--- src/tenyrPkg.sv ---
package tenyrPkg;

    // ==============================
    // bus and register words
    // ==============================

    typedef logic signed [31:0] word_t;
    typedef logic [3:0] regIdx_t;

    localparam regIdx_t regP = 4'd15; // program counter.

    // ==============================
    // operator and kind codes
    // ==============================

    typedef enum logic [3:0] {
        opOr, opAnd, opXor, opSra,
        opAdd, opMul, opEq, opLt,
        opOrn, opAndn, opPack, opSrl,
        opSub, opShl, opTest, opGe
    } aluOp_t;

    typedef enum logic [1:0] {kindXYI, kindXIY, kindIXY, kindImm} insnKind_t;

    // ==============================
    // instruction word
    // ==============================

    typedef struct packed {
        insnKind_t  kind;
        logic [1:0] deref;
        regIdx_t    z;
        regIdx_t    x;
        regIdx_t    y;
        aluOp_t     op;
        logic [11:0] imm;
    } aluView_t;

    typedef struct packed {
        insnKind_t  kind;
        logic [1:0] deref;
        regIdx_t    z;
        regIdx_t    x;
        logic [19:0] imm; // immediate load only.
    } immView_t;

    typedef union packed {
        aluView_t alu;
        immView_t imm;
    } insn_t;

endpackage

--- src/wbBus.sv ---
`timescale 1ns/1ps

// one word-wide wishbone classic link without byte lanes.
interface wbBus;

    logic            cyc;
    logic            stb;
    logic            we;
    logic [31:0]     adr;
    tenyrPkg::word_t datW;
    tenyrPkg::word_t datR;
    logic            ack;

    modport master (
        output cyc, stb, we, adr, datW,
        input  datR, ack
    );

    modport slave (
        input  cyc, stb, we, adr, datW,
        output datR, ack
    );

endinterface
--- src/busArbiter.sv ---
`timescale 1ns/1ps

module busArbiter #(
    parameter int addrWidth = 10
) (
    input  logic clk,
    input  logic reset_n,
    wbBus.slave  fetchBus,
    wbBus.slave  dataBus,
    wbBus.slave  hostBus,
    wbBus.master ramBus
);

    logic [2:0]      req;
    logic [1:0]      pick, sel, grant, last;
    logic            busy, anyReq;
    logic            selCyc, selStb, selWe;
    logic [31:0]     selAdr;
    tenyrPkg::word_t selDatW;

    assign req = {hostBus.cyc, dataBus.cyc, fetchBus.cyc};

    // first requester after the last one served.
    always_comb begin
        int cand;
        pick   = last;
        anyReq = 1'b0;
        for (int i = 1; i <= 3; i++) begin
            cand = (int'(last) + i) % 3;
            if (req[cand] && !anyReq) begin
                pick   = 2'(cand);
                anyReq = 1'b1;
            end
        end
    end

    assign sel = busy ? grant : pick;

    always_ff @(posedge clk) begin
        if (!reset_n) begin
            busy  <= 1'b0;
            grant <= 2'd0;
            last  <= 2'd2; // fetch goes first.
        end else if (busy && ramBus.ack) begin
            busy <= 1'b0;
            last <= grant;
        end else if (!busy && anyReq) begin
            busy  <= 1'b1;
            grant <= pick;
        end
    end

    always_comb begin
        case (sel)
            2'd1: begin
                {selCyc, selStb, selWe} = {dataBus.cyc, dataBus.stb, dataBus.we};
                selAdr  = dataBus.adr;
                selDatW = dataBus.datW;
            end
            2'd2: begin
                {selCyc, selStb, selWe} = {hostBus.cyc, hostBus.stb, hostBus.we};
                selAdr  = hostBus.adr;
                selDatW = hostBus.datW;
            end
            default: begin
                {selCyc, selStb, selWe} = {fetchBus.cyc, fetchBus.stb, fetchBus.we};
                selAdr  = fetchBus.adr;
                selDatW = fetchBus.datW;
            end
        endcase
    end

    assign ramBus.cyc  = selCyc;
    assign ramBus.stb  = selStb;
    assign ramBus.we   = selWe;
    assign ramBus.adr  = {{(32 - addrWidth){1'b0}}, selAdr[addrWidth-1:0]};
    assign ramBus.datW = selDatW;

    // only the granted master sees the reply.
    assign fetchBus.ack  = ramBus.ack && (sel == 2'd0);
    assign dataBus.ack   = ramBus.ack && (sel == 2'd1);
    assign hostBus.ack   = ramBus.ack && (sel == 2'd2);
    assign fetchBus.datR = (sel == 2'd0) ? ramBus.datR : '0;
    assign dataBus.datR  = (sel == 2'd1) ? ramBus.datR : '0;
    assign hostBus.datR  = (sel == 2'd2) ? ramBus.datR : '0;

endmodule

--- src/flat_wrapper.sv ---
// flat-port wrapper written by rule: the top's interface ports become plain ports
module busArbiter_flat 
#(
    parameter int addrWidth = 10
)
  (clk, reset_n, fetchBus_cyc, fetchBus_stb, fetchBus_we, fetchBus_adr, fetchBus_datW, fetchBus_datR, fetchBus_ack, dataBus_cyc, dataBus_stb, dataBus_we, dataBus_adr, dataBus_datW, dataBus_datR, dataBus_ack, hostBus_cyc, hostBus_stb, hostBus_we, hostBus_adr, hostBus_datW, hostBus_datR, hostBus_ack, ramBus_cyc, ramBus_stb, ramBus_we, ramBus_adr, ramBus_datW, ramBus_datR, ramBus_ack);
  wbBus fetchBus_i ();
  wbBus dataBus_i ();
  wbBus hostBus_i ();
  wbBus ramBus_i ();
  input  logic clk;
  input  logic reset_n;
  input wire logic [$bits(fetchBus_i.cyc)-1:0] fetchBus_cyc;
  input wire logic [$bits(fetchBus_i.stb)-1:0] fetchBus_stb;
  input wire logic [$bits(fetchBus_i.we)-1:0] fetchBus_we;
  input wire logic [$bits(fetchBus_i.adr)-1:0] fetchBus_adr;
  input wire logic [$bits(fetchBus_i.datW)-1:0] fetchBus_datW;
  output wire logic [$bits(fetchBus_i.datR)-1:0] fetchBus_datR;
  output wire logic [$bits(fetchBus_i.ack)-1:0] fetchBus_ack;
  input wire logic [$bits(dataBus_i.cyc)-1:0] dataBus_cyc;
  input wire logic [$bits(dataBus_i.stb)-1:0] dataBus_stb;
  input wire logic [$bits(dataBus_i.we)-1:0] dataBus_we;
  input wire logic [$bits(dataBus_i.adr)-1:0] dataBus_adr;
  input wire logic [$bits(dataBus_i.datW)-1:0] dataBus_datW;
  output wire logic [$bits(dataBus_i.datR)-1:0] dataBus_datR;
  output wire logic [$bits(dataBus_i.ack)-1:0] dataBus_ack;
  input wire logic [$bits(hostBus_i.cyc)-1:0] hostBus_cyc;
  input wire logic [$bits(hostBus_i.stb)-1:0] hostBus_stb;
  input wire logic [$bits(hostBus_i.we)-1:0] hostBus_we;
  input wire logic [$bits(hostBus_i.adr)-1:0] hostBus_adr;
  input wire logic [$bits(hostBus_i.datW)-1:0] hostBus_datW;
  output wire logic [$bits(hostBus_i.datR)-1:0] hostBus_datR;
  output wire logic [$bits(hostBus_i.ack)-1:0] hostBus_ack;
  output wire logic [$bits(ramBus_i.cyc)-1:0] ramBus_cyc;
  output wire logic [$bits(ramBus_i.stb)-1:0] ramBus_stb;
  output wire logic [$bits(ramBus_i.we)-1:0] ramBus_we;
  output wire logic [$bits(ramBus_i.adr)-1:0] ramBus_adr;
  output wire logic [$bits(ramBus_i.datW)-1:0] ramBus_datW;
  input wire logic [$bits(ramBus_i.datR)-1:0] ramBus_datR;
  input wire logic [$bits(ramBus_i.ack)-1:0] ramBus_ack;
  assign fetchBus_i.cyc = fetchBus_cyc;
  assign fetchBus_i.stb = fetchBus_stb;
  assign fetchBus_i.we = fetchBus_we;
  assign fetchBus_i.adr = fetchBus_adr;
  assign fetchBus_i.datW = fetchBus_datW;
  assign fetchBus_datR = fetchBus_i.datR;
  assign fetchBus_ack = fetchBus_i.ack;
  assign dataBus_i.cyc = dataBus_cyc;
  assign dataBus_i.stb = dataBus_stb;
  assign dataBus_i.we = dataBus_we;
  assign dataBus_i.adr = dataBus_adr;
  assign dataBus_i.datW = dataBus_datW;
  assign dataBus_datR = dataBus_i.datR;
  assign dataBus_ack = dataBus_i.ack;
  assign hostBus_i.cyc = hostBus_cyc;
  assign hostBus_i.stb = hostBus_stb;
  assign hostBus_i.we = hostBus_we;
  assign hostBus_i.adr = hostBus_adr;
  assign hostBus_i.datW = hostBus_datW;
  assign hostBus_datR = hostBus_i.datR;
  assign hostBus_ack = hostBus_i.ack;
  assign ramBus_cyc = ramBus_i.cyc;
  assign ramBus_stb = ramBus_i.stb;
  assign ramBus_we = ramBus_i.we;
  assign ramBus_adr = ramBus_i.adr;
  assign ramBus_datW = ramBus_i.datW;
  assign ramBus_i.datR = ramBus_datR;
  assign ramBus_i.ack = ramBus_ack;
  busArbiter #(.addrWidth(addrWidth)) u_core (.clk(clk), .reset_n(reset_n), .fetchBus(fetchBus_i), .dataBus(dataBus_i), .hostBus(hostBus_i), .ramBus(ramBus_i));
endmodule
--- config.mk ---
export PLATFORM = sky130hd
export DESIGN_NAME = busArbiter_flat
export DESIGN_NICKNAME = d
export VERILOG_FILES = /design/src/tenyrPkg.sv /design/src/wbBus.sv /design/src/busArbiter.sv /design/src/flat_wrapper.sv
export SDC_FILE = /design/constraint.sdc
export NUM_CORES = 1
export LEC_CHECK = 0
export BUFFER_PORTS_ARGS = -buffer_cell sky130_fd_sc_hd__buf_2
export CORE_AREA = 5 5 151 153
export CTS_CLUSTER_SIZE = 28
export DETAILED_ROUTE_END_ITERATION = 8
export DIE_AREA = 0 0 156 158
export PLACE_DENSITY = 0.42
export REMOVE_ABC_BUFFERS = 1
export SYNTH_ARGS = -nofsm -noshare
export SYNTH_HDL_FRONTEND = slang
export SYNTH_SLANG_ARGS = --single-unit
--- constraint.sdc ---
create_clock -name clk -period 5.3 [get_ports clk]
set_input_delay 0.795 -clock clk [delete_from_list [all_inputs] [get_ports clk]]
set_output_delay 0.795 -clock clk [all_outputs]
set_load 0.02 [all_outputs]
==> metrics.csv <==
stage,metric,value,unit
outcome,status,"complete, no violations",
die,dieArea,24600,µm²
sta,period_share,85.6,%
worst_setup_path,worstReg2RegEnd,u_core.grant[0],
sta,tns,0,ns
detailed_routing,avgRoutedWirePerCell,14.0,µm
min_path,holdPathStages,2,
detailed_routing,drc,0,
min_path,hold_class,flop to flop,
power_and_ir_drop,p_leak,2.26,nW
grt,grt_max_degree,48,
min_path,hold_end,u_core.last[0],
cts,clock_sinks,5,
yosys,ys_warn_count,0,
cells_and_area,fin_nets,903,
cts,worstSkewPairLatency,0.23,ns
cts,ctsLongestPathBuffers,2,
worst_setup_path,cpPeakStageDelay,0.80,ns
cts,cts_root_buffer,clkbuf_16,
detailed_routing,via_count,3541,
cells_and_area,drive_gt1_share,51.1,%
worst_setup_path,worst_r2r_path_depth,6,
die,fp-row-count,54,
worst_setup_path,cp_top_family,adder cells,
worst_setup_path,path_class,flop to output port,
detailed_routing,avgViaCountPerCell,3.76,
die,placeableCoreArea,21400,µm²
die,pin_count,402,
cts,post_cts_resized,0,
detailed_routing,dr.first_iter.drc_count,135,
cells_and_area,diodes,0,
worst_setup_path,reg2reg_from,u_core.last[0],
cells_and_area,mostFrequentLayoutCells,"buf_2 (313), and2_1 (102), a21oi_1 (52), nor2_1 (47), a22oi_1 (45)",
worst_setup_path,cp_num_buf_inv,3,
power_and_ir_drop,p_int,567,µW
job,max_cap_viol_count,0,
die,initial_core_util,10.7,%
power_and_ir_drop,swShare,58.8,%
sta,skew,0.000242,ns
sta,hold_viol,0,
cells_and_area,final_common_cell,buf_2,
power_and_ir_drop,power.share.sequential,3.4,%
worst_setup_path,cp.arrival,3.74,ns
sta,grt_setup_unrepaired,false,
sta,setup_viol,0,
grt,grt_pass1_wl,18400,µm
min_path,hp-start,u_core.grant[0],
worst_setup_path,crit_path_top_delay_cell,ha_2,
grt,grt.total_usage,9.24,%
grt,antenna_found_initial,0,
yosys,syn_avg_cell_area,6.23,µm²
sta,worstMarginPinSlew,0.727,ns
die,die_x,156,µm
cts,clkTransAtPathRegs,0.03,ns
yosys,syn_area,2300,µm²
placement,dp_hpwl,11100,µm
sta,timing.fmax,0.220,GHz
sta,fin_crit,4.54,ns
cts,cts_tree,done,
yosys,ys_ff_latch,5,
detailed_routing,wl,13200,µm
worst_setup_path,critPathLaunchType,flop,
yosys,synth.distinct_cells,42,
cts,cts_buffers,3,
grt,grt_pass1_vias,3344,
worst_setup_path,crit_path_cell_trace,inv_1 > ha_1 > or3b_4 > a2111oi_4 > a311oi_2 > o31a_1 > ha_2 > buf_4 > nor2_1 > a21oi_1 > buf_2,
worst_setup_path,critPathMaxFanout,39,
cts,cts_hold_buf,0,
power_and_ir_drop,power.density,328,nW/µm²
power_and_ir_drop,p_switching,808,µW
power_and_ir_drop,vdd_ir_drop_max,0.127,mV
placement,io_buffers,313,
placement,finalWeightedCongestion,0.773,
power_and_ir_drop,pwr-share-clk,9.1,%
power_and_ir_drop,finalPower,1.37,mW
sta,slew_headroom,51.5,%
worst_setup_path,endpoint_kind,output port,
cts,htreeDepth,1,
yosys,yosysSeqAreaShare,4.36,%
cells_and_area,syn_to_final_growth,82.5,%
die,die_h,158,µm
worst_setup_path,critPathRequiredTime,4.51,ns
grt,overflow,0,
worst_setup_path,reg2reg_slack,3.17,ns
sta,slew_violations,0,
detailed_routing,ant_nets,0,
yosys,syn_inst,369,
detailed_routing,drt-pass1-iter-count,4,
power_and_ir_drop,combPwrFrac,87.6,%
cts,postCtsSetupBuffers,0,
## cell families after synthesis
family                   after synthesis  share of synthesized area [%]
flip-flops                             5                           4.36
AO/OA/AOI/OAI                        117                           34.6
other                                  1                          0.163
buffers and inverters                 62                           14.3
adder cells (fa/ha/maj)                6                           3.21
multiplexers                           2                          0.871
AND/OR/NAND/NOR                      176                           42.4
## Yosys cell counts
library cell / instances / area, µm²
a22oi_1: 45 / 338
o41ai_2: 1 / 16.3
nor2_1: 47 / 176
dfxtp_1: 5 / 100
a211oi_1: 1 / 7.51
o311a_1: 1 / 10.0
a31o_1: 1 / 8.76
o22a_1: 1 / 8.76
nand2_1: 8 / 30.0
o221ai_1: 1 / 8.76
o22ai_1: 1 / 6.26
o21ai_2: 1 / 8.76
and2_1: 102 / 638
nor2b_1: 4 / 25.0
inv_1: 4 / 15.0
clkbuf_1: 27 / 101
nand4_1: 2 / 12.5
a21o_1: 2 / 15.0
a2bb2oi_1: 1 / 8.76
nand3_1: 5 / 25.0
a31oi_1: 1 / 6.26
o31ai_1: 2 / 15.0
nand4bb_1: 1 / 11.3
nand3b_1: 1 / 7.51
nand2b_1: 4 / 25.0
mux2i_1: 2 / 20.0
a311oi_2: 1 / 15.0
ha_1: 5 / 62.6
a21oi_1: 52 / 260
o31a_1: 1 / 8.76
buf_6: 1 / 11.3
o32a_1: 1 / 10.0
nor3b_2: 1 / 12.5
or3b_4: 1 / 11.3
buf_2: 5 / 25.0
buf_1: 3 / 11.3
a2111oi_4: 1 / 27.5
conb_1: 1 / 3.75
buf_4: 22 / 165
o21bai_1: 1 / 7.51
maj3_2: 1 / 11.3
a32oi_1: 1 / 8.76
## power groups by stage
| stage | sequential [mW] | clock, mW | combinational [mW] |
|---|---|---|---|
| 3_5_place_dp | 0.0469 | 0 | 1.23 |
| 4_1_cts | 0.0463 | 0.128 | 1.23 |
| 5_1_grt | 0.0469 | 0.131 | 1.31 |
| 2_1_floorplan | 0.0454 | 0 | 0.717 |
| 6_report | 0.0463 | 0.125 | 1.20 |
| 3_3_place_gp | 0.0470 | 0 | 1.23 |
## flip-flops by register name (all words and copies together) (netlist names)
register      cells
u_core.last       2
u_core.grant      2
u_core.busy       1
## final cells by class
cell class                      count  area, µm²
Timing Repair Buffer              325       1690
Tap cell                          280        350
Clock buffer                        4       78.8
Multi-Input combinational cell    323       1950
Fill cell                        2486      17200
Sequential cell                     5        100
Inverter                            4       15.0
## metal layers
layer	global-route usage (%)	routed length (µm)
met5	0	0
met2	16.8	6940
met1	11.7	5350
met4	1.13	68
met3	1.61	810
## worst max-delay path by stage
stage	cells past startpoint	from	slack [ns]	endpoint
after detailed placement	9	hostBus_cyc	0.84	ramBus_datW[30]
after CTS	11	u_core.last[0]	0.70	ramBus_datW[18]
final	11	u_core.last[0]	0.76	ramBus_datW[8]
after global placement	10	hostBus_cyc	0.83	ramBus_datW[14]
after global routing	11	u_core.last[0]	0.48	ramBus_adr[4]
after floorplan	7	hostBus_cyc	0.54	ramBus_adr[0]
## per-stage QoR
stage | instance area, µm² | std cells | hold slack (ns) | util [%] | worst slack, ns
detailed placement | 4110 | 937 | 0.486 | 19.2 | 0.842
CTS | 4190 | 941 | 0.490 | 19.6 | 0.700
global placement | 4110 | 937 | 0.489 | 19.2 | 0.830
floorplan | 2060 | 332 | 0.457 | - | 0.540
global route | 4190 | 941 | 0.513 | 19.6 | 0.481
finish | 4190 | 941 | 0.481 | 19.6 | 0.764
## worst register-to-register path, cell delays in order (launching register included)
cell and delay [ns]:
dfxtp_1 0.39, inv_1 0.06, ha_1 0.49, maj3_2 0.38
a2bb2oi_1 0.36, nand2_1 0.16, o41ai_2 0.20
(Power assumes the default switching activity.)
